===== src/lsu_macros.svh =====
//////////////////////////////////////////////////////////////////////
// Load/store unit sizing
// Data path width and DTIM geometry shared by every stage
//////////////////////////////////////////////////////////////////////

`ifndef LSU_MACROS_SVH
`define LSU_MACROS_SVH

// Hart data and address width
`define LSU_XLEN 32

// Bytes in one data word
`define LSU_BYTES 4

// DTIM depth in words and matching word index width
`define DTIM_WORDS 256
`define DTIM_ADR_BITS 8

`endif


===== src/lsu_pkg.sv =====
//////////////////////////////////////////////////////////////////////
// Load/store unit types
// Encodings for memory operation, access size and atomic operation
//////////////////////////////////////////////////////////////////////

package lsu_pkg;

  // Memory operation from the decoder
  typedef enum logic [1:0] {
    MEM_NONE   = 2'b00,                  // No memory access
    MEM_WRITE  = 2'b01,                  // Store
    MEM_READ   = 2'b10,                  // Load
    MEM_ATOMIC = 2'b11                   // Reserved, behaves as none
  } memRwT;

  // Access size, straight from funct3
  typedef enum logic [2:0] {
    SIZE_B  = 3'b000,
    SIZE_H  = 3'b001,
    SIZE_W  = 3'b010,
    SIZE_BU = 3'b100,
    SIZE_HU = 3'b101
  } accessSizeT;

  // Only LR.W and SC.W survive from the A extension
  typedef enum logic [1:0] {
    ATOM_NONE = 2'b00,
    ATOM_LR   = 2'b01,
    ATOM_SC   = 2'b10
  } atomicOpT;

endpackage


===== src/lsuIssueStage.sv =====
//////////////////////////////////////////////////////////////////////
// LSU issue stage
// Execute-to-memory pipeline register for address and controls.
// Alignment is checked in E and carried into M as registered
// fault flags plus a single access valid bit.
//////////////////////////////////////////////////////////////////////

`timescale 1ns/1ps
`include "lsu_macros.svh"

module lsuIssueStage (
  input  logic                  clk,
  input  logic                  rst,
  input  logic                  StallM,                   // Hold M stage
  input  logic                  FlushM,                   // Turn M stage into a bubble
  input  logic [`LSU_XLEN-1:0]  IEUAdrE,                  // Effective address from the ALU
  input  lsu_pkg::memRwT        MemRWE,
  input  lsu_pkg::accessSizeT   Funct3E,
  input  lsu_pkg::atomicOpT     AtomicE,
  output logic [`LSU_XLEN-1:0]  IEUAdrM,
  output lsu_pkg::memRwT        MemRWM,
  output lsu_pkg::accessSizeT   Funct3M,
  output lsu_pkg::atomicOpT     AtomicM,
  output logic                  LoadMisalignedFaultM,
  output logic                  StoreAmoMisalignedFaultM,
  output logic                  accessValidM              // Aligned load or store in M
);
  import lsu_pkg::*;

  logic halfAccessE;                                      // Halfword of either sign
  logic wordAccessE;
  logic misalignedE;
  logic readE;
  logic writeE;

  //////////////////////////////////////////////////////////////////////
  // Alignment check in E
  //////////////////////////////////////////////////////////////////////

  assign halfAccessE = (Funct3E == SIZE_H) || (Funct3E == SIZE_HU);
  assign wordAccessE = (Funct3E == SIZE_W);
  assign misalignedE = (halfAccessE && IEUAdrE[0]) ||
                       (wordAccessE && (IEUAdrE[1:0] != 2'b00));

  assign readE  = (MemRWE == MEM_READ);                   // LR arrives here as a read
  assign writeE = (MemRWE == MEM_WRITE);                  // SC arrives here as a write

  //////////////////////////////////////////////////////////////////////
  // E to M register
  //////////////////////////////////////////////////////////////////////

  always_ff @(posedge clk) begin
    if (rst || FlushM) begin                              // Flush wins over stall
      IEUAdrM                  <= '0;
      MemRWM                   <= MEM_NONE;
      Funct3M                  <= SIZE_B;
      AtomicM                  <= ATOM_NONE;
      LoadMisalignedFaultM     <= 1'b0;
      StoreAmoMisalignedFaultM <= 1'b0;
      accessValidM             <= 1'b0;
    end else if (!StallM) begin
      IEUAdrM                  <= IEUAdrE;
      MemRWM                   <= MemRWE;
      Funct3M                  <= Funct3E;
      AtomicM                  <= AtomicE;
      LoadMisalignedFaultM     <= readE && misalignedE;
      StoreAmoMisalignedFaultM <= writeE && misalignedE;
      accessValidM             <= (readE || writeE) && !misalignedE; // MEM_ATOMIC never valid
    end
  end

endmodule


===== config.mk =====
export PLATFORM = sky130hd
export DESIGN_NAME = lsuIssueStage
export DESIGN_NICKNAME = d
export VERILOG_FILES = /design/src/lsu_pkg.sv /design/src/lsuIssueStage.sv
export VERILOG_INCLUDE_DIRS = /design/src
export SDC_FILE = /design/constraint.sdc
export NUM_CORES = 1
export LEC_CHECK = 0
export BUFFER_PORTS_ARGS = -buffer_cell sky130_fd_sc_hd__buf_2
export CORE_MARGIN = 2
export CORE_UTILIZATION = 35
export CTS_BUF_LIST = sky130_fd_sc_hd__clkbuf_8
export DETAILED_ROUTE_END_ITERATION = 16
export PLACE_DENSITY = 0.77
export RECOVER_POWER = 100
export SLEW_MARGIN = 20
export SYNTH_ARGS = -nofsm -noshare
export SYNTH_HDL_FRONTEND = slang
export SYNTH_SLANG_ARGS = --single-unit

===== constraint.sdc =====
create_clock -name clk -period 1.1 [get_ports clk]
set_input_delay 0.33 -clock clk [delete_from_list [all_inputs] [get_ports clk]]
set_output_delay 0.33 -clock clk [all_outputs]
set_load 0.01 [all_outputs]

Yosys cells after proc, flatten, opt, wreduce, memory -nomap -nowiden
Cells that the tools add are included.
W data, S select, Z words.
{ "word_totals": {"reg_bits": 42, "word_cells": 23, "output_inout_bits": 42, "in_bits": 43} }
{ "classes": {"n_reduce_logical": 11, "eq_ne": 5} }
{ "op_table": {"columns": ["operator", "n"], "rows": [
  ["$logic_and A1 B1 Y1", 5],
  ["$logic_or A1 B1 Y1", 4],
  ["$eq A3 B1 Y1 const B", 1],
  ["$eq A3 B2 Y1 const B", 1],
  ["$eq A3 B3 Y1 const B", 1],
  ["$eq A2 B1 Y1 const B", 1],
  ["$eq A2 B2 Y1 const B", 1],
  ["$reduce_bool A2 Y1", 1],
  ["$logic_not A1 Y1", 1]
]} }

Depth between registers and ports, before layout
{ "depth": {"word_depth": 6, "mapped_depth": 5, "depth_no_buf": 5} }

Worst setup path after synthesis
No wires, ideal clock.
{ "synth_path": {"kind": "input port to flip-flop", "start": "input StallM", "end": "register AtomicM[0]", "slack_ns": -0.018, "n_path_buf": 2, "arrival_time_ns": 1.001, "required_time_ns": 0.983, "setup_ns": 0.117, "path_stages": 4, "path_cell_list": "buf_2 > buf_2 > mux2i_1 > nor2_1"} }
{ "synth_lines": {"columns": ["item", "line_no", "text"], "rows": [
  ["from (decl)", "lsuIssueStage.sv:14", "input logic StallM,"],
  ["to (signal assigned)", "lsuIssueStage.sv:65", "AtomicM <= AtomicE;"],
  ["to (decl)", "lsuIssueStage.sv:23", "output lsu_pkg::atomicOpT AtomicM,"]
]} }

Worst setup path after layout
{ "layout_path": {"start": "register IEUAdrM[1]", "end": "output IEUAdrM[1]"} }
{ "layout_lines": {"columns": ["item", "line_no", "text"], "rows": [
  ["from (decl)", "lsuIssueStage.sv:20", "output logic [`LSU_XLEN-1:0] IEUAdrM,"],
  ["from (signal assigned)", "lsuIssueStage.sv:62", "IEUAdrM <= IEUAdrE;"]
]} }
No word-level cell between the ends.

==> flow_metrics.tcl <==
set metrics [dict create \
    status "complete, no violations" \
    cp.depth 1 \
    tightest_slew_ns 0.4589 \
    wirelength_mm 3.611 \
    yosys.area.top_type "dfxtp_1" \
    required_ns 0.77 \
    max_stage_delay_ns 0.32 \
    r2r-end "StoreAmoMisalignedFaultM" \
    pin_count 85 \
    first_pass_iters 4 \
    drive_gt1_share_pct 58.23 \
    rsz0062_at_grt "yes" \
    cts_tree "yes" \
    setup_tns_ns 0 \
    core_um2 4354 \
    avgSynthCellArea_um2 10.58 \
    arrival_ns 0.74 \
    die-width_um 71.12 \
    finalWorstPathRequiredPeriod_ns 1.072 \
    path_class "reg -> out" \
    cts_made_buffers 5 \
    synth.area.top_cells "dfxtp_1 53%, mux2i_1 25%, nor2_1 9.5%" \
    grt_use_total_pct 14.62 \
    routabilityCongestion 0.7602 \
    fp.dieH_um 71.12 \
    placed_cells 282 \
    clock_sinks 42 \
    path_buf_inv 1 \
    worst_slack_ns 0.02788 \
    diodes 0 \
    synth_common_cells "42 x dfxtp_1, 40 x nor2_1, 39 x mux2i_1" \
    num_rows 24 \
    vias_per_cell 4.699 \
    yosysMostFrequentCell "dfxtp_1" \
    drc 0 \
    synthCells 149 \
    finalClockSkew_ns 0 \
    port-buffer-count 84 \
    ant_nets 0 \
    drt_first_iter_violations 25 \
    grt_max_degree 26 \
    nets 282 \
    clkLatencyLatePin_ns 0.29 \
    dieArea_um2 5057 \
    timing.final.crit_share_pct 97.47 \
    grt_pass1_wl_mm 5.609 \
    path_clk_slew_ns 0.07 \
    ys_seq_area_share_pct 53.33 \
    cts_root_buffer "clkbuf_8" \
    yosys_warnings 0 \
    leakage_uw 0.001202 \
    register_area_um2 893.4 \
    finalSetupViolations 0 \
    cp-endpoint "IEUAdrM[1]" \
    grt_pass1_vias 1257 \
    ir_drop_mv 0.7593 \
    ys_ff_latch 42 \
    syn_nets 194 \
    preCtsSetupSlack_ns -0.1817 \
    multiInputGateArea_um2 673.1 \
    end_kind "output pin" \
    maxCapViolCount 0 \
    startpoint_type "register" \
    cpLargestDelayFamily "flip-flops" \
    r2r_start "StoreAmoMisalignedFaultM" \
    yosysUniqueCellTypes 18 \
    maxSlewHeadroom_pct 69.40 \
    dpl_cell_area_um2 2078 \
    ff2ff_path_depth 2 \
    startpoint "IEUAdrM[1]" \
    max_freq_mhz 932.7 \
    path_cells "buf_2" \
    initial_utilization_pct 36.21 \
    hold_class "in -> reg" \
    fillers 373 \
    dpl.hpwl_mm 2.570 \
    cpMaxStageDelayCell "dfxtp_2" \
    final_cells 289 \
    vias 1358 \
    wl_per_cell_um 12.49 \
    netlist.area_leader.share_pct 53.33 \
    h-tree-depth 2 \
    power_density_nw_per_um2 1203 \
    synth_edf_count 0 \
    final_cell_area_um2 2429 \
    rrSetupSlack_ns 0.41 \
    maxSlewViolCount 0 \
    syn2layout_area_growth_pct 54.05 \
    grt_overflow 0 \
    async_reset_ff_share_pct 0 \
    antenna_found_initial 0 \
    crit_path_max_fanout 2 \
    ys.flop_type "dfxtp_1" \
    ctsLongestPathBuffers 2 \
    syn_area_um2 1577 \
    finalHoldViolations 0 \
]
==> per-layer routing <==
| metal | track usage (%) | share of wire [%] |
|---|---|---|
| met3 | 5.983 | 7.5 |
| met4 | 8.595 | 3.4 |
| met5 | 0 | 0 |
| met1 | 15.28 | 38 |
| met2 | 24.61 | 51 |
==> flip-flops by register name (all words and copies together), names as in the netlist <==
name                      count
LoadMisalignedFaultM          1
Funct3M                       3
accessValidM                  1
MemRWM                        2
StoreAmoMisalignedFaultM      1
IEUAdrM                      32
AtomicM                       2
==> worst min path at each step <==
stage                startpoint              endpoint  slack (ns)  cells after the start
floorplan            IEUAdrE[1]  LoadMisalignedFaultM        0.47                      2
global placement    IEUAdrM[25]           IEUAdrM[25]        0.47                      2
detailed placement  IEUAdrM[12]           IEUAdrM[12]        0.48                      2
CTS                  IEUAdrE[9]            IEUAdrM[9]        0.26                      3
global route        IEUAdrE[19]           IEUAdrM[19]        0.25                      3
finish              IEUAdrE[12]           IEUAdrM[12]        0.27                      3
==> layout by cell type, fill, tap and decap left out, drive strengths merged <==
cell type  synthesis  layout
o211ai             2       2
dfxtp             42      42
nor4               1       1
and3b              1       1
ha                 2       2
or2                1       1
nand2              2       2
clkbuf             1       8
inv                2       4
nor3b              1       1
nor4b              2       2
nor2              40      40
a32oi              2       2
mux2i             39      39
a32o               1       1
o21ai              1       1
buf                9      88
==> per-stage QoR <==
stage               hold slack [ns]  utilization [%]  total power (µW)
floorplan                    0.4687                -              1825
global placement             0.4696            47.73              1985
detailed placement           0.4771            47.73              1995
CTS                          0.2554            49.68              2912
global route                 0.2524            55.78              3081
finish                       0.2650            55.78              2921
==> layout make-up <==
cell class | count | area share (%)
Sequential cell | 42 | 36.79
Clock buffer | 5 | 2.834
Multi-Input combinational cell | 95 | 27.72
Timing Repair Buffer | 91 | 29.37
Tap cell | 52 | 2.679
Clock inverter | 2 | 0.3091
Inverter | 2 | 0.3091
==> repair_timing <==
item                                    in CTS  in global routing
hold endpoints to repair                     0                  0
hold buffers                                 0                  0
endpoints found under the setup margin       7                 43
setup buffers                                0                  0
resized for setup                            7                 75
pin swaps                                    0                  0
==> where the power goes <==
part,switching [µW],leakage (µW),total [µW],internal [µW]
combinational,178,0.000794,406,228
clock,486,0.0000466,905,418
sequential,32.0,0.000361,1610,1580
total,697,0.00120,2920,2220
==> logic make-up (layout without fill, tap and decap cells) <==
| kind of cell | Yosys count | count (layout) | synth area share, % |
|---|---|---|---|
| muxes | 39 | 39 | 24.76 |
| adders and majority gates | 2 | 2 | 1.587 |
| AOI/OAI and AO/OA | 6 | 6 | 3.016 |
| and+or+nand+nor | 48 | 48 | 12.94 |
| DFF | 42 | 42 | 53.33 |
| buffers and inverters | 12 | 100 | 4.365 |
Power figures use the tool's default switching activity.
