### config.mk
export PLATFORM = sky130hd
export DESIGN_NAME = storeFormat
export DESIGN_NICKNAME = d
export VERILOG_FILES = /design/src/lsu_pkg.sv /design/src/storeFormat.sv
export VERILOG_INCLUDE_DIRS = /design/src
export SDC_FILE = /design/constraint.sdc
export NUM_CORES = 1
export LEC_CHECK = 0
export BUFFER_PORTS_ARGS = -buffer_cell sky130_fd_sc_hd__buf_2
export CORE_UTILIZATION = 34
export DETAILED_ROUTE_END_ITERATION = 6
export PLACE_DENSITY = 0.71
export SLEW_MARGIN = 20
export SYNTH_ARGS = -nofsm -noshare
export SYNTH_HDL_FRONTEND = slang
export SYNTH_SLANG_ARGS = --single-unit
export TNS_END_PERCENT = 50
### constraint.sdc
create_clock -name vclk -period 1.6
set_input_delay 0.16 -clock vclk [all_inputs]
set_output_delay 0.16 -clock vclk [all_outputs]
set_load 0.01 [all_outputs]
### src/lsu_macros.svh
//////////////////////////////////////////////////////////////////////
// Load/store unit sizing
// Data path width and DTIM geometry shared by every stage
//////////////////////////////////////////////////////////////////////

`ifndef LSU_MACROS_SVH
`define LSU_MACROS_SVH

// Hart data and address width
`define LSU_XLEN 32

// Bytes in one data word
`define LSU_BYTES 4

// DTIM depth in words and matching word index width
`define DTIM_WORDS 256
`define DTIM_ADR_BITS 8

`endif

### src/lsu_pkg.sv
//////////////////////////////////////////////////////////////////////
// Load/store unit types
// Encodings for memory operation, access size and atomic operation
//////////////////////////////////////////////////////////////////////

package lsu_pkg;

  // Memory operation from the decoder
  typedef enum logic [1:0] {
    MEM_NONE   = 2'b00,                  // No memory access
    MEM_WRITE  = 2'b01,                  // Store
    MEM_READ   = 2'b10,                  // Load
    MEM_ATOMIC = 2'b11                   // Reserved, behaves as none
  } memRwT;

  // Access size, straight from funct3
  typedef enum logic [2:0] {
    SIZE_B  = 3'b000,
    SIZE_H  = 3'b001,
    SIZE_W  = 3'b010,
    SIZE_BU = 3'b100,
    SIZE_HU = 3'b101
  } accessSizeT;

  // Only LR.W and SC.W survive from the A extension
  typedef enum logic [1:0] {
    ATOM_NONE = 2'b00,
    ATOM_LR   = 2'b01,
    ATOM_SC   = 2'b10
  } atomicOpT;

endpackage

### src/storeFormat.sv
//////////////////////////////////////////////////////////////////////
// Store data formatter
// Replicates byte and halfword data over the word, builds the byte
// write mask and applies the optional big-endian swap
//////////////////////////////////////////////////////////////////////

`timescale 1ns/1ps
`include "lsu_macros.svh"

module storeFormat (
  input  logic [`LSU_XLEN-1:0]   WriteDataM,             // Register operand from the IEU
  input  lsu_pkg::accessSizeT    Funct3M,
  input  logic [1:0]             adrLowM,                // Byte offset within the word
  input  logic                   BigEndianM,
  output logic [`LSU_XLEN-1:0]   storeDataM,
  output logic [`LSU_BYTES-1:0]  byteMaskM
);
  import lsu_pkg::*;

  logic [`LSU_XLEN-1:0]  leDataM;                        // Little-endian replicated data
  logic [`LSU_BYTES-1:0] leMaskM;

  // Replication puts the subword in every lane so the mask alone picks the target
  always_comb begin
    case (Funct3M)
      SIZE_B, SIZE_BU: begin
        leDataM = {`LSU_BYTES{WriteDataM[7:0]}};
        leMaskM = `LSU_BYTES'(1) << adrLowM;
      end
      SIZE_H, SIZE_HU: begin
        leDataM = {(`LSU_BYTES/2){WriteDataM[15:0]}};
        leMaskM = `LSU_BYTES'(3) << {adrLowM[1], 1'b0}; // Low bit ignored, faults catch it
      end
      default: begin                                     // Full word
        leDataM = WriteDataM;
        leMaskM = '1;
      end
    endcase
  end

  //////////////////////////////////////////////////////////////////////
  // Big-endian lane reversal
  //////////////////////////////////////////////////////////////////////

  always_comb begin
    storeDataM = leDataM;
    byteMaskM  = leMaskM;
    if (BigEndianM) begin
      for (int i = 0; i < `LSU_BYTES; i++) begin
        storeDataM[8*i +: 8] = leDataM[8*(`LSU_BYTES-1-i) +: 8];
        byteMaskM[i]         = leMaskM[`LSU_BYTES-1-i];  // Mask follows its data byte
      end
    end
  end

endmodule

Word level (Yosys, flattened, before mapping)
Index checks and enable logic that the tools add are counted.
{"block": "word_totals", "romBits": 0, "in_bits": 38, "ram_bits": 0, "ff_bits": 0, "wordCells": 12, "latchBits": 0, "memories": 0}
{"block": "op_classes", "addsub": 0, "n_lt_le_gt_ge": 0, "mux": 4, "shifts": 2, "n_eq_ne": 3, "bitwise": 0, "div_mod_pow": 0, "mul": 0, "reduce_logical": 3}
{"operator": "$pmux W32 S2", "n": 1}
{"operator": "$mux W32", "n": 1}
{"operator": "$pmux W4 S2", "n": 1}
{"operator": "$eq A3 B3 Y1 const B", "n": 2}
{"operator": "$mux W4", "n": 1}
{"operator": "$reduce_or A2 Y1", "n": 2}
{"operator": "$shl A1 B2 Y4 const A", "n": 1}
{"operator": "$shl A2 B2 Y4 const A", "n": 1}
{"operator": "$eq A3 B1 Y1 const B", "n": 1}
{"operator": "$logic_not A3 Y1", "n": 1}

Logic depth before layout (Yosys ltp)
Gate-level depths: netlist (run 1).
{"block": "depth", "word_depth": 4, "ltp_mapped": 6}

Worst setup path before layout (run 1)
OpenSTA, ideal clock, no wires.
{"block": "synth_timing", "kind": "input port to output port", "from": "input port BigEndianM", "to": "output port storeDataM[0]", "n_path_buf": 2, "required_time_ns": 1.440, "setup_slack_ns": 0.481, "cell_stages": 5, "t_arrival_ns": 0.959, "path_cell_list": "buf_6 > buf_8 > nand2_2 > o22ai_1 > a211oi_1"}
{"block": "synth_between", "elab_chain_cells": 1}
{"item": "from (decl)", "line": "storeFormat.sv:14", "rtl": "input logic BigEndianM,"}
{"item": "$mux W32", "line": "storeFormat.sv:48", "rtl": "if (BigEndianM) begin"}
{"item": "to (decl)", "line": "storeFormat.sv:15", "rtl": "output logic [`LSU_XLEN-1:0] storeDataM,"}
Every way passes these cells.

Final worst setup path (run 1)
{"block": "layout_timing", "from": "input port BigEndianM", "to": "output port storeDataM[30]"}
Same word-level chain as after synthesis.

==> results of run 1 <==
==> through the flow <==
step,power [uW],worst slack (ns),instances,utilization
3_5_place_dp,463,0.185,233,0.503
2_1_floorplan,284,0.481,137,-
6_report,464,0.116,233,0.503
4_1_cts,464,0.184,233,0.503
5_1_grt,510,0.0850,233,0.503
3_3_place_gp,461,0.166,233,0.503
==> kinds of logic (layout without fill, tap and decap cells) <==
group	Yosys count	in the layout	synth area share
compound gates	57	57	0.426
mux	16	16	0.171
buf+inv	16	82	0.143
xor+xnor	2	2	0.0187
simple gates	46	46	0.241
==> final cells by class <==
cell class,instances,area [um^2]
Inverter,1,3.75
Fill cell,286,1260
Tap cell,30,37.5
Timing Repair Buffer,81,438
Multi-Input combinational cell,121,802
==> layer usage <==
metal,wire length [um],share of wire,GRT usage
met1,1480,0.46,0.299
met2,1440,0.45,0.325
met3,305,0.095,0.0111
met4,0,0,0.00427
met5,0,0,0
==> final timing paths <==
check,slack (ns),cells past startpoint,end,from
max,0.12,5,storeDataM[30],BigEndianM
min,0.72,4,storeDataM[20],WriteDataM[20]
==> critical path, delay by kind of cell <==
| family | cells | cell delay (ns) |
|---|---|---|
| and+or+nand+nor | 1 | 0.36 |
| buffers and inverters | 2 | 0.40 |
| AOI/OAI and AO/OA | 2 | 0.40 |
==> cells in the final DEF, fill, tap and decap left out, types with 2 or more instances in the layout <==
cell type,n
sky130_fd_sc_hd__nor2_1,21
sky130_fd_sc_hd__buf_4,7
sky130_fd_sc_hd__a211oi_2,4
sky130_fd_sc_hd__mux2i_1,16
sky130_fd_sc_hd__a211oi_1,20
sky130_fd_sc_hd__o22ai_1,24
sky130_fd_sc_hd__a21oi_1,8
sky130_fd_sc_hd__buf_2,73
sky130_fd_sc_hd__nand2b_1,2
sky130_fd_sc_hd__nor3_1,16
==> where the power goes <==
part	switching, uW	internal [uW]	leakage (uW)
Clock	0	0	0
Combinational	259	205	0.000585
Sequential	0	0	0
Total	259	205	0.000585
==> out/qor.yml, run 1 <==
synth:
  ys_seq_area_frac: 0
  avgSynthCellArea_um2: 6.83
  number_of_nets_produced_by_synthesis: 175
  synth_cells: 137
  synth_top_cells_by_count: "24 x sky130_fd_sc_hd__o22ai_1, 21 x sky130_fd_sc_hd__nor2_1, 20 x sky130_fd_sc_hd__a211oi_1"
  synthesized_cell_area_um2: 936
  synth_largest_type_area_fraction: 0.171
  synthMostInstantiatedCell: "sky130_fd_sc_hd__o22ai_1"
  yosysWarnings: 0
  synth.area.top_cells: "sky130_fd_sc_hd__mux2i_1 17%, sky130_fd_sc_hd__a211oi_1 16%, sky130_fd_sc_hd__o22ai_1 16%"
  netlist-cell-type-count: 25
  synth_largest_area_cell: "sky130_fd_sc_hd__mux2i_1"
clocking:
  cts-hold-fix-buffers: 0
  cts.repair.resized: 0
  post_cts.repair.setup_buffers: 0
routing:
  drt_iter0_markers: 51
  route.final.wire_length_um: 3220
  routed_vias_inst: 5.79
  num_vias: 1350
  remaining_drc_errors: 0
  detail-route-antenna-nets: 0
  drt-pass1-iter-count: 4
  routed_wire_length_per_instance_um: 13.8
sta:
  worst_hold_slack_ns: 0.724
  finalCriticalPeriod_ns: 1.48
  rsz0062_at_grt: "no"
  totalNegativeSetupSlack_ns: 0
  layout_worst_path_cycle_share: 0.928
  tightest_slew_ns: 0.377
  final_max_slew_viol_count: 0
  max-slew-margin-rel: 0.749
  timing.final.setup_violations: 0
  hold_viol: 0
  max_freq_mhz: 674
job:
  timing.max_cap.violations: 0
critical_path:
  crit_path_max_fanout: 13
  crit_path_frequent_cell: "sky130_fd_sc_hd__buf_2"
  worst_path_largest_cell_delay_ns: 0.36
  crit_slowest_cell: "sky130_fd_sc_hd__nand2b_1"
  endpoint_kind: "output port"
  worst_setup_path_type: "input pin to output port"
  timing.critical_path.required_ns: 1.44
  crit_arrival_ns: 1.32
  setup.worst_path.start_class: "input pin"
  cp_cell_sequence: "buf_2 > nand2b_1 > o22ai_1 > a211oi_1 > buf_2"
global_routing:
  gr-total-overflow: 0
  grt.total_usage: 0.200
  grt_first_pass_wirelength_um: 4570
  grt_start_max_net_pins: 21
  via_count_of_the_first_global_routing_pass: 1006
  antenna_found_initial: 0
finish:
  fin_area_mm2: 0.00128
  n_sequential_cell: 0
  insertedDiodeCount: 0
  final_net_count: 243
  nClkBuffers: 0
  regArea_um2: 0
  area_growth_pct: 36.9
  layout-drive-gt1-share: 0.448
die:
  core_area_mm2: 0.00254
  dieHeight_um: 54.5
  design.portCount: 74
  starting_density_of_the_core: 0.368
  die_w_um: 54.5
  total_die_area_mm2: 0.00297
  core.rowCount: 18
status:
  status: "finished clean"
power_and_ir_drop:
  leakage_uw: 0.000585
  power_density_mw_per_mm2: 362
  vdd_drop_max_uv: 150
min_path:
  worst_hold_path_type: "input pin to output port"
placed_design:
  final_gp_congestion: 0.837
  place_hpwl_um: 2540
  postPlaceCellArea_mm2: 0.00128
  placement.io_buffers: 73
Note: power is estimated with default switching activity, not from simulation.
==> inputs of run 2 (changes only) <==
Settings changed: CORE_MARGIN set to 2.
==> run 2 against run 1 <==
Against the previous run: setup slack better by 0.060 ns; fmax up 4.2%; global-route usage hardly changed; cell count up 1.3%; highest routed layer is now met4; sequential cell count stayed put; total power fell by 0.46%; hold slack got worse by 0.0098 ns; via count increased by 1.2%; critical path type unchanged; sequential share of layout area is the same.
==> out/qor.yml, run 2 (same netlist as run 1, synthesis figures left out) <==
global_routing:
  grt_start_max_net_pins: 21  # unchanged
  antenna_found_initial: 0  # unchanged
  grt_first_pass_wirelength_um: 5500  # was 4570 um
  via_count_of_the_first_global_routing_pass: 1307  # was 1,006
  grt.total_usage: 0.200  # about the same
  gr-total-overflow: 0  # unchanged
sta:
  max_freq_mhz: 702  # was 674 MHz
  hold_viol: 0  # unchanged
  totalNegativeSetupSlack_ns: 0  # unchanged
  layout_worst_path_cycle_share: 0.890  # was 0.928
  tightest_slew_ns: 0.322  # was 0.377 ns
  final_max_slew_viol_count: 0  # unchanged
  max-slew-margin-rel: 0.784  # was 0.749
  timing.final.setup_violations: 0  # unchanged
  finalCriticalPeriod_ns: 1.42  # was 1.48 ns
  rsz0062_at_grt: "no"  # unchanged
critical_path:
  crit_arrival_ns: 1.26  # was 1.32 ns
  critical_path.top_delay_family: "buffers and inverters"  # unchanged
  setup.worst_path.start_class: "input pin"  # unchanged
  crit_path_max_fanout: 14  # was 13
  cp_cell_sequence: "buf_2 > buf_4 > and2_1 > a211oi_1 > buf_2"  # was buf_2 > nand2b_1 > o22ai_1 > a211oi_1 > buf_2
  endpoint_kind: "output port"  # unchanged
  path_buf_inv: 3  # was 2
  crit_slowest_cell: "sky130_fd_sc_hd__a211oi_1"  # was sky130_fd_sc_hd__nand2b_1
  crit_path_frequent_cell: "sky130_fd_sc_hd__buf_2"  # unchanged
  worst_path_largest_cell_delay_ns: 0.29  # was 0.36 ns
  timing.critical_path.required_ns: 1.44  # about the same
  worst_setup_path_type: "input pin to output port"  # unchanged
finish:
  final_cell_mix: "73 x sky130_fd_sc_hd__buf_2, 24 x sky130_fd_sc_hd__o22ai_1, 21 x sky130_fd_sc_hd__nor2_1"  # unchanged
  regArea_um2: 0  # unchanged
  insertedDiodeCount: 0  # unchanged
  layout-drive-gt1-share: 0.454  # was 0.448
  multi_input_comb_area_um2: 802  # unchanged
  n_sequential_cell: 0  # unchanged
  layout.cells.most_common: "sky130_fd_sc_hd__buf_2"  # unchanged
  area_growth_pct: 37.3  # was 36.9%
  final_net_count: 245  # was 243
  filler_cell_count: 301  # was 286
  fin_area_mm2: 0.00128  # about the same
  nClkBuffers: 0  # unchanged
status:
  status: "finished clean"  # unchanged
die:
  core_area_mm2: 0.00269  # was 0.00254 mm^2
  die_w_um: 56.5  # was 54.5 um
  design.portCount: 74  # unchanged
  dieHeight_um: 56.5  # was 54.5 um
  total_die_area_mm2: 0.00319  # was 0.00297 mm^2
  core.rowCount: 19  # was 18
  starting_density_of_the_core: 0.348  # was 0.368
min_path:
  worst_hold_path_type: "input pin to output port"  # unchanged
  whs_path_depth: 4  # unchanged
  worstHoldEndpoint: "storeDataM[19]"  # was storeDataM[20]
  min-delay-start: "WriteDataM[19]"  # was WriteDataM[20]
clocking:
  post_cts.repair.setup_buffers: 0  # unchanged
  cts.repair.resized: 0  # unchanged
  cts-hold-fix-buffers: 0  # unchanged
routing:
  route.final.wire_length_um: 3240  # was 3220 um
  routed_vias_inst: 5.79  # about the same
  detail-route-antenna-nets: 0  # unchanged
  remaining_drc_errors: 0  # unchanged
  drt_iter0_markers: 67  # was 51
  routed_wire_length_per_instance_um: 13.7  # was 13.8 um
  num_vias: 1366  # was 1,350
  drt-pass1-iter-count: 4  # unchanged
power_and_ir_drop:
  cell_internal_pwr_uw: 206  # was 205 uW
  total_switching_power_uw: 257  # was 259 uW
  power_density_mw_per_mm2: 360  # was 362 mW/mm^2
  power_switching_share: 0.555  # was 0.557
  power.combinational.fraction: 1.000  # about the same
  fin_total_pwr_uw: 462  # was 464 uW
  p_seq_frac: 0  # about the same
  relative_contribution_of_the_clock_network_to_total_power: 0  # about the same
  leakage_uw: 0.000591  # was 0.000585 uW
  vdd_drop_max_uv: 168  # was 150 uV
placed_design:
  postPlaceCellArea_mm2: 0.00128  # about the same
  placement.io_buffers: 73  # unchanged
  final_gp_congestion: 0.828  # was 0.837
  place_hpwl_um: 2600  # was 2540 um
job:
  timing.max_cap.violations: 0  # unchanged
[run 2: cell count changes in the layout (fill, tap and decap cells not counted)]
cell                     before  now
sky130_fd_sc_hd__buf_4        7   10
sky130_fd_sc_hd__buf_12       1    0
[run 2: layout make-up]
class / count / area share
Multi-Input combinational cell: 121 / 0.624
Inverter: 1 / 0.00292
Tap cell: 31 / 0.0302
Timing Repair Buffer: 83 / 0.343
[run 2: metal layers]
| metal | global-route usage | vias to the layer above | wire length (um) |
|---|---|---|---|
| met4 | 0.0510 | 0 | 57 |
| li1 | - | 681 | - |
| met5 | 0 | - | 0 |
| met1 | 0.276 | 610 | 1380 |
| met3 | 0.0207 | 5 | 289 |
| met2 | 0.329 | 70 | 1510 |
[run 2: worst max path at each step]
stage	from	endpoint	slack, ns	depth (start not counted)
3_5_place_dp	BigEndianM	storeDataM[4]	0.18	5
4_1_cts	BigEndianM	storeDataM[4]	0.18	5
2_1_floorplan	BigEndianM	storeDataM[0]	0.48	5
3_3_place_gp	BigEndianM	storeDataM[1]	0.16	5
6_report	BigEndianM	storeDataM[1]	0.18	5
5_1_grt	BigEndianM	storeDataM[17]	0.08	6
[run 2: metrics by stage]
stage / setup WS, ns / hold WS (ns) / utilization / instances
after floorplan: 0.481 / 0.470 / - / 137
after global placement: 0.158 / 0.718 / 0.478 / 236
after detailed placement: 0.182 / 0.721 / 0.478 / 236
after CTS: 0.180 / 0.721 / 0.478 / 236
after global routing: 0.0802 / 0.758 / 0.478 / 236
final: 0.176 / 0.714 / 0.478 / 236
[run 2: power by group through the flow]
stage          Clock [uW]  Sequential (uW)  Combinational [uW]
2_1_floorplan           0                0                 284
3_5_place_dp            0                0                 462
6_report                0                0                 462
3_3_place_gp            0                0                 459
5_1_grt                 0                0                 511
4_1_cts                 0                0                 463
