`config.mk`:
```
export PLATFORM = sky130hd
export DESIGN_NAME = lrscUnit
export DESIGN_NICKNAME = d
export VERILOG_FILES = /design/src/lsu_pkg.sv /design/src/lrscUnit.sv
export VERILOG_INCLUDE_DIRS = /design/src
export SDC_FILE = /design/constraint.sdc
export NUM_CORES = 1
export LEC_CHECK = 0
export BUFFER_PORTS_ARGS = -buffer_cell sky130_fd_sc_hd__buf_2
export CAP_MARGIN = 20
export CORE_ASPECT_RATIO = 0.7
export CORE_MARGIN = 2
export CORE_UTILIZATION = 50
export CTS_CLUSTER_DIAMETER = 30
export CTS_CLUSTER_SIZE = 14
export DETAILED_ROUTE_END_ITERATION = 10
export PLACE_DENSITY = 0.83
export SYNTH_ARGS = -nofsm -noshare
export SYNTH_HDL_FRONTEND = slang
export SYNTH_SLANG_ARGS = --single-unit
```
`constraint.sdc`:
```
create_clock -name clk -period 2.8 [get_ports clk]
set_clock_uncertainty 0.1 [all_clocks]
set_input_delay 0.14 -clock clk [delete_from_list [all_inputs] [get_ports clk]]
set_output_delay 0.14 -clock clk [all_outputs]
set_load 0.02 [all_outputs]
```
`src/lsu_macros.svh`:
```
//////////////////////////////////////////////////////////////////////
// Load/store unit sizing
// Data path width and DTIM geometry shared by every stage
//////////////////////////////////////////////////////////////////////

`ifndef LSU_MACROS_SVH
`define LSU_MACROS_SVH

// Hart data and address width
`define LSU_XLEN 32

// Bytes in one data word
`define LSU_BYTES 4

// DTIM depth in words and matching word index width
`define DTIM_WORDS 256
`define DTIM_ADR_BITS 8

`endif

```
`src/lsu_pkg.sv`:
```
//////////////////////////////////////////////////////////////////////
// Load/store unit types
// Encodings for memory operation, access size and atomic operation
//////////////////////////////////////////////////////////////////////

package lsu_pkg;

  // Memory operation from the decoder
  typedef enum logic [1:0] {
    MEM_NONE   = 2'b00,                  // No memory access
    MEM_WRITE  = 2'b01,                  // Store
    MEM_READ   = 2'b10,                  // Load
    MEM_ATOMIC = 2'b11                   // Reserved, behaves as none
  } memRwT;

  // Access size, straight from funct3
  typedef enum logic [2:0] {
    SIZE_B  = 3'b000,
    SIZE_H  = 3'b001,
    SIZE_W  = 3'b010,
    SIZE_BU = 3'b100,
    SIZE_HU = 3'b101
  } accessSizeT;

  // Only LR.W and SC.W survive from the A extension
  typedef enum logic [1:0] {
    ATOM_NONE = 2'b00,
    ATOM_LR   = 2'b01,
    ATOM_SC   = 2'b10
  } atomicOpT;

endpackage

```
`src/lrscUnit.sv`:
```
//////////////////////////////////////////////////////////////////////
// LR/SC reservation tracker
// Holds one word reservation, resolves store-conditional success
// and produces the final DTIM write enable
//////////////////////////////////////////////////////////////////////

`timescale 1ns/1ps
`include "lsu_macros.svh"

module lrscUnit (
  input  logic                  clk,
  input  logic                  rst,
  input  logic                  StallW,
  input  logic                  FlushW,
  input  lsu_pkg::memRwT        MemRWM,
  input  lsu_pkg::atomicOpT     AtomicM,
  input  logic                  accessValidM,
  input  logic [`LSU_XLEN-3:0]  wordAdrM,               // Address without the byte offset
  output logic                  dtimWriteEn,
  output logic                  SquashSCW               // SC failed, GPR write gets 1
);
  import lsu_pkg::*;

  logic                 resValid;
  logic [`LSU_XLEN-3:0] resAdr;
  logic                 lrM;
  logic                 scM;
  logic                 scSuccessM;
  logic                 commitM;                        // Pipeline lets M take effect

  assign commitM    = !StallW && !FlushW;
  assign lrM        = (MemRWM == MEM_READ) && (AtomicM == ATOM_LR);
  assign scM        = (MemRWM == MEM_WRITE) && (AtomicM == ATOM_SC);
  assign scSuccessM = resValid && (resAdr == wordAdrM);

  // Plain stores always write, SC only on a matching reservation
  assign dtimWriteEn = accessValidM && (MemRWM == MEM_WRITE) && commitM &&
                       (!scM || scSuccessM);

  //////////////////////////////////////////////////////////////////////
  // Reservation register
  //////////////////////////////////////////////////////////////////////

  always_ff @(posedge clk) begin
    if (rst) begin
      resValid <= 1'b0;
    end else if (commitM) begin
      if (scM) resValid <= 1'b0;                        // Any SC consumes it
      else if (lrM && accessValidM) resValid <= 1'b1;
    end
  end

  always_ff @(posedge clk) begin
    if (commitM && lrM && accessValidM) resAdr <= wordAdrM;
  end

  // SC outcome lines up with ReadDataW
  always_ff @(posedge clk) begin
    if (rst) SquashSCW <= 1'b0;
    else if (!StallW) SquashSCW <= scM && !scSuccessM;
  end

endmodule

```
# After elaboration in Yosys (flattened, before gate mapping)
# Cells that the tools add are included.
[op_classes] eq_ne=5 mux=2 n_reduce_logical=18
[op_table] operator="30-bit equality test" n=1
[op_table] operator="1-bit logical AND" n=11
[op_table] operator="2-bit by 1-bit equality test with 1-bit output (second input constant)" n=2
[op_table] operator="2-bit equality test (second input constant)" n=2
[op_table] operator="1-bit zero test" n=4
[op_table] operator="1-bit two-way mux" n=2
[op_table] operator="2-bit AND reduction" n=1
[op_table] operator="2-bit nonzero test" n=1
[op_table] operator="1-bit logical OR" n=1
[word_totals] regBits=32 input_bits=39 out_inout_bits=2 word_cells=28

# Logic depth before layout (Yosys ltp)
# Gate-level depths: netlist of run 1.
[logic_depth] word_depth=5 depth_mapped=5 depth_no_buf=5

# Least setup slack after synthesis of run 1
# Ideal clock, no wire load.
[synth_path] path_kind="input to register" from="input port StallW" to="register resAdr[0] (enable)" setup_ns=0.418 t_arrival_ns=1.627 required_time_ns=2.282 slack_ns=0.655 stages=3 path_buffers=0 path_cell_list="nor2_1 > nand2_1 > nor2_1"
[synth_via] elab_chain_cells=4
[synth_lines] item="from (decl)" line_no="lrscUnit.sv:13" rtl="input logic StallW,"
[synth_lines] item="1-bit zero test"
[synth_lines] item="1-bit logical AND" line_no="lrscUnit.sv:31" rtl="assign commitM = !StallW && !FlushW;"
[synth_lines] item="1-bit logical AND (2 in a row)" line_no="lrscUnit.sv:54" rtl="if (commitM && lrM && accessValidM) resAdr <= wordAdrM;"
[synth_lines] item="to (signal assigned)" line_no="lrscUnit.sv:54"
[synth_lines] item="to (decl)" line_no="lrscUnit.sv:25" rtl="logic [`LSU_XLEN-3:0] resAdr;"
# Every way passes these cells.
# A chain may end at the register's enable or synchronous reset.

# Worst setup path after layout of run 1
[layout_path] from="input port wordAdrM[9]" to="output port dtimWriteEn"
[layout_via] elab_chain_cells=4
[layout_lines] item="from (decl)" line_no="lrscUnit.sv:18" rtl="input logic [`LSU_XLEN-3:0] wordAdrM,"
[layout_lines] item="30-bit equality test" line_no="lrscUnit.sv:34" rtl="assign scSuccessM = resValid && (resAdr == wordAdrM);"
[layout_lines] item="1-bit logical AND" line_no="lrscUnit.sv:34"
[layout_lines] item="1-bit logical OR" line_no="lrscUnit.sv:38" rtl="(!scM || scSuccessM);"
[layout_lines] item="1-bit logical AND" line_no="lrscUnit.sv:37" rtl="assign dtimWriteEn = accessValidM && (MemRWM == MEM_WRITE) && commitM &&"
[layout_lines] item="to (decl)" line_no="lrscUnit.sv:19" rtl="output logic dtimWriteEn,"
# Every way passes these cells.

==> results of run 1 <==
[worst paths after layout]
path	startpoint	to	cells after the start
setup / recovery	wordAdrM[9]	dtimWriteEn	8
setup reg to reg	resAdr[9]	SquashSCW	5
hold reg to reg	resValid	resValid	2
hold / removal	FlushW	resValid	3
[worst max-delay path: stages]
cell and delay [ps]:
dlygate4sd3_1 540, buf_2 140, xnor2_1 150, nand4_1 150, nor4_2 370, a21oi_1 130, nor4b_2 240, buf_2 200
[synthesized netlist by cell type]
master     number
edfxtp_1       30
nor4_2          2
nor3_1          2
and2_1          1
nand4_1         7
dfxtp_1         2
xnor2_1        30
nand3_1         1
nor4b_2         1
nor2_1          3
nand2_1         1
nand4bb_1       2
a211oi_1        1
a21oi_1         1
o21ba_2         1
[flip-flops by register name, summed over array words and instances (netlist names)]
name       count
resValid       1
SquashSCW      1
resAdr        30
[area by class of cell]
type / instances / area (µm²)
clock buffers: 7 / 76.32
clock inverters: 1 / 5.005
fillers: 158 / 520.5
multi-input cells: 53 / 430.4
flip-flops and latches: 32 / 940.9
well taps: 34 / 42.54
repair buffers: 72 / 518.0
[report_power, final]
part           leakage, nW  switching [mW]  internal, mW
sequential           0.286         0.00139         0.526
clock               0.0422           0.150         0.174
combinational        0.384          0.0384        0.0670
total                0.712           0.190         0.767
[layer usage]
layer / global-route usage / up-vias
met1: 0.2299 / 462
li1: - / 478
met4: 0.05714 / 0
met5: 0 / -
met2: 0.3800 / 24
met3: 0.05176 / 5
[cell families (layout without fill, tap and decap cells)]
family | count (synthesis) | after routing | synth area share
AO/OA/AOI/OAI | 3 | 3 | 0.01645
XOR/XNOR | 30 | 30 | 0.1920
buffers and inverters | 0 | 80 | 0
flip-flops | 32 | 32 | 0.6874
AND/OR/NAND/NOR | 20 | 20 | 0.1042
[per-stage QoR]
| step | total power [mW] | utilization | std cells | worst slack, ps | area, µm² |
|---|---|---|---|---|---|
| floorplan | 0.5657 | - | 85 | 654.7 | 1369 |
| detailed placement | 0.6088 | 0.6400 | 160 | 944.7 | 1622 |
| global route | 0.9951 | 0.7946 | 199 | 442.5 | 2013 |
| global placement | 0.6049 | 0.6400 | 160 | 1000 | 1622 |
| CTS | 0.9611 | 0.7946 | 199 | 499.4 | 2013 |
| finish | 0.9566 | 0.7946 | 199 | 510.3 | 2013 |
==> results.py, run 1 <==
metrics = {
    "yosys": {
        "netlist_area_um2": 1369,
        "syn_avg_cell_area_um2": 16.10,
        "synth_area_leaders": "edfxtp_1 (66%), xnor2_1 (19%), nand4_1 (3.2%)",
        "synth_top_area_frac": 0.6581,
        "seq_area_frac_synth": 0.6874,
        "syn_inst": 85,
        "ys_ff_latch": 32,
        "yosysTopAreaCell": "edfxtp_1",
        "syn_nets": 124,
        "ys_warn_count": 0,
        "yosysUniqueCellTypes": 15,
    },
    "clock_tree": {
        "clock_sinks": 32,
        "htree_levels": 2,
        "cts_tree": "built",
        "cts.clk_slew.worst_paths_ps": 60,
        "clock_latency_ps": 280,
        "clockBufferDepth": 2,
        "postCtsSetupBuffers": 0,
        "ctsHoldBuffers": 31,
        "cts_buffers": 5,
        "post_cts_resized": 0,
        "root_buffer": "clkbuf_8",
    },
    "route": {
        "wl_met2_um": 1546,
        "met1_length_um": 1165,
        "routedWlPerCell_um": 14.32,
        "wl_met3_um": 111,
        "drtIter0Drc": 24,
        "dr.pass1.iters": 4,
        "routed_wirelength_um": 2849,
        "drtAntennaViolNets": 0,
        "drc": 0,
        "topRoutingLayerUsed": "met4",
        "vias_per_cell": 4.869,
        "num_vias": 969,
    },
    "timing": {
        "setup_viol": 0,
        "max_freq_ghz": 0.4367,
        "setup-tns-final_ps": 0,
        "fin_crit_ps": 2290,
        "slew_headroom": 0.7488,
        "tightest_slew_ps": 376.9,
        "finalCritPeriodShare": 0.8178,
        "maxSlewViolCount": 0,
        "hold_viol_final": 0,
        "rsz0062_at_grt": "false",
        "hold_ws_ps": 57.44,
    },
    "pwr": {
        "p_leak_nw": 0.7120,
        "power_density_nw_per_um2": 475.2,
        "ir_worst_vdd_v": 0.0003060,
    },
    "final_layout": {
        "final_layout_size_suffix_gt1_frac": 0.3152,
        "layout_commonest_cell": "buf_2",
        "area_delta_synth_final_pct": 47.07,
        "n_antenna_cell": 0,
        "mostFrequentLayoutCells": "buf_2 (40), dlygate4sd3_1 (31), xnor2_1 (30), edfxtp_1 (30), nand4_1 (7)",
        "finalNetCount": 203,
    },
    "setup_path": {
        "critPathKind": "in -> out",
        "crit_fanout": 2,
        "r2r_slack_ps": 1190,
        "arrival_ps": 2050,
        "cp.required_ps": 2560,
        "critPathLaunchType": "input pin",
        "crit_path_end_kind": "primary output",
    },
    "global_routing": {
        "grt_usage": 0.1993,
        "grt_pass1_vias": 1027,
        "grt_start_max_net_pins": 31,
        "grt_overflow": 0,
        "grt_pass1_wl_um": 4457,
        "antenna_found_initial": 0,
    },
    "die": {
        "rows": 15,
        "initial_core_util": 0.5402,
        "core_area_um2": 2534,
        "dieArea_um2": 3179,
        "die_w_um": 66.54,
        "num_io_pins": 41,
        "die_h_um": 47.78,
    },
    "status": {
        "status": "finished, final reports clean",
    },
    "run": {
        "drv_cap": 0,
    },
    "placement": {
        "io_buffers": 40,
        "hpwl_um": 1864,
        "globalplace.congestion": 0.6895,
    },
    "worst_hold_path": {
        "hold_class": "in -> reg",
    },
}
(Power assumes the default switching activity.)
==> run 2: changes to the inputs <==
--- a/config.mk
+++ b/config.mk
@@ -6,11 +6,12 @@
 export SDC_FILE = /design/constraint.sdc
 export NUM_CORES = 1
 export LEC_CHECK = 0
+export ABC_AREA = 1
 export BUFFER_PORTS_ARGS = -buffer_cell sky130_fd_sc_hd__buf_2
 export CAP_MARGIN = 20
 export CORE_ASPECT_RATIO = 0.7
 export CORE_MARGIN = 2
-export CORE_UTILIZATION = 50
+export CORE_UTILIZATION = 52
 export CTS_CLUSTER_DIAMETER = 30
 export CTS_CLUSTER_SIZE = 14
 export DETAILED_ROUTE_END_ITERATION = 10
==> constraint.sdc (replaced) <==
create_clock -name clk -period 2.25 [get_ports clk]
set_clock_uncertainty 0.1 [all_clocks]
set_input_delay 0.1125 -clock clk [delete_from_list [all_inputs] [get_ports clk]]
set_output_delay 0.1125 -clock clk [all_outputs]
set_load 0.02 [all_outputs]
==> results.py, run 2 <==
metrics = {
    "status": {
        "status": "finished, final reports clean",
    },
    "final_layout": {
        "finalNetCount": 324,
        "n_antenna_cell": 0,
        "area_delta_synth_final_pct": 41.78,
        "final_layout_size_suffix_gt1_frac": 0.1888,
        "largestRegisters": "resAdr (30), SquashSCW (1), resValid (1)",
        "layout_commonest_cell": "nand2_1",
        "mostFrequentLayoutCells": "nand2_1 (79), inv_1 (59), buf_2 (40)",
        "top_register": "resAdr",
        "fin_area_um2": 2352,
        "largest_reg_flops": 30,
    },
    "yosys": {
        "yosysTopAreaCell": "edfxtp_1",
        "synth_top_flop_cell": "edfxtp_1",
        "synth.most_common_cell": "nand2_1",
        "synth_area_leaders": "edfxtp_1 (54%), nand2_1 (18%), inv_1 (13%)",
        "netlist_area_um2": 1659,
        "syn_avg_cell_area_um2": 8.133,
        "synth_top_area_frac": 0.5430,
        "synth_async_sr_flop_share": 0,
        "synth_edf_count": 30,
        "syn_nets": 243,
        "ys_warn_count": 0,
        "seq_area_frac_synth": 0.5671,
        "yosysUniqueCellTypes": 16,
        "ys_ff_latch": 32,
        "syn_inst": 204,
        "synth_common_cells": "nand2_1 (79), inv_1 (59), edfxtp_1 (30)",
    },
    "pwr": {
        "p_clk_frac": 0.397,
        "p_seq_frac": 0.492,
        "power_density_nw_per_um2": 567.9,
        "ir_worst_vdd_v": 0.0004903,
        "switchingPower_mw": 0.2691,
        "p_leak_nw": 1.207,
        "p_int_mw": 1.067,
        "netSwitchingFraction": 0.2014,
        "p_comb_frac": 0.111,
    },
    "timing": {
        "layout_setup_ws_ps": 372.2,
        "fin_crit_ps": 1878,
        "max_freq_ghz": 0.5325,
        "setup-tns-final_ps": 0,
        "slew_headroom": 0.7430,
        "rsz0062_at_grt": "false",
        "setup_viol": 0,
        "hold_ws_ps": 39.92,
        "finalCritPeriodShare": 0.8346,
        "hold_viol_final": 0,
        "tightest_slew_ps": 382.3,
        "maxSlewViolCount": 0,
    },
    "route": {
        "num_vias": 1426,
        "routed_wirelength_um": 3411,
        "drc": 0,
        "dr.pass1.iters": 4,
        "vias_per_cell": 4.401,
        "routedWlPerCell_um": 10.53,
        "drtIter0Drc": 44,
        "drtAntennaViolNets": 0,
    },
    "setup_path": {
        "arrival_ps": 1670,
        "crit_path_end_kind": "primary output",
        "critPathKind": "in -> out",
        "crit_fanout": 2,
        "critPathLaunchType": "input pin",
        "cp.required_ps": 2040,
    },
    "clock_tree": {
        "clockBufferDepth": 2,
        "clock_sinks": 32,
        "htree_levels": 2,
        "clock_latency_ps": 280,
        "cts_buffers": 5,
        "root_buffer": "clkbuf_8",
        "cts.clk_slew.worst_paths_ps": 60,
        "cts_tree": "built",
        "ctsHoldBuffers": 32,
        "post_cts_resized": 0,
        "postCtsSetupBuffers": 0,
    },
    "run": {
        "drv_cap": 0,
    },
    "global_routing": {
        "grt_usage": 0.2126,
        "grt_start_max_net_pins": 19,
        "grt_overflow": 0,
        "antenna_found_initial": 0,
        "grt_pass1_vias": 1424,
        "grt_pass1_wl_um": 5699,
    },
    "die": {
        "core_area_um2": 3105,
        "dieArea_um2": 3666,
        "die_w_um": 71.51,
        "num_io_pins": 41,
        "initial_core_util": 0.5342,
        "die_h_um": 51.26,
        "rows": 17,
    },
    "placement": {
        "io_buffers": 40,
        "place_area_um2": 1924,
        "globalplace.congestion": 0.7459,
        "pre_cts_ws_ps": 769.5,
        "hpwl_um": 2288,
    },
    "worst_hold_path": {
        "hold_class": "in -> reg",
    },
}
==> run 2: cell count changes in the layout (fill, tap and decap cells not counted), moves of 2 or more <==
| cell | previous run | this run |
|---|---|---|
| inv_1 | 0 | 59 |
| nand2_1 | 1 | 79 |
| nand3_1 | 1 | 3 |
| nand4_1 | 7 | 1 |
| nand4bb_1 | 2 | 0 |
| nor2_1 | 2 | 11 |
| nor2_2 | 1 | 3 |
| nor3_1 | 2 | 0 |
| o21ai_0 | 0 | 2 |
| xnor2_1 | 30 | 7 |
==> run 2: area by class of cell <==
cell class | count | area [µm²]
fill | 227 | 753.2
multi-input combinational | 113 | 499.2
tap | 38 | 47.55
clock inverter | 2 | 35.03
clock buffer | 6 | 72.57
timing repair buffer | 74 | 535.5
sequential | 32 | 940.9
inverter | 59 | 221.5
==> run 2: power groups by stage <==
stage / sequential [mW] / combinational [mW] / clock [mW]
2_1_floorplan: 0.671 / 0.0466 / 0
3_5_place_dp: 0.670 / 0.105 / 0
6_report: 0.657 / 0.148 / 0.530
5_1_grt: 0.657 / 0.167 / 0.560
4_1_cts: 0.657 / 0.147 / 0.539
3_3_place_gp: 0.670 / 0.100 / 0
==> run 2: critical path: stages <==
cell and delay [ps]:
dlygate4sd3_1 530, buf_2 130, xnor2_1 170, nand2_1 60
nor2_1 130, nand2_1 60, nor2_1 80, nand2_1 100
a21oi_2 120, buf_2 170
==> run 2: per-stage QoR <==
stage | total power [mW] | utilization | cells
floorplan | 0.7176 | - | 204
global placement | 0.7697 | 0.6197 | 284
detailed placement | 0.7747 | 0.6197 | 284
CTS | 1.344 | 0.7575 | 324
global route | 1.385 | 0.7575 | 324
finish | 1.336 | 0.7575 | 324
==> run 2: layer usage <==
layer,vias to the layer above,GRT usage,share of wire
met5,-,0,0
met4,0,0.09434,0.015
met3,6,0.05325,0.045
met2,41,0.3827,0.49
met1,617,0.2401,0.45
li1,762,-,-
==> run 2: worst paths after layout <==
kind	cells after the start	slack (ps)	end	start
worst max-delay path	10	370	dtimWriteEn	wordAdrM[4]
worst min-delay path	3	40	resValid	FlushW
worst max register to register	10	920	SquashSCW	resAdr[16]
worst min register to register	2	450	resValid	resValid
==> run 2: cell families after synthesis <==
| logic type | share of synthesized area |
|---|---|
| and+or+nand+nor | 0.2338 |
| xor gates and xnor gates | 0.03695 |
| AOI/OAI and AO/OA | 0.02866 |
| buffers and inverters | 0.1335 |
| DFF | 0.5671 |
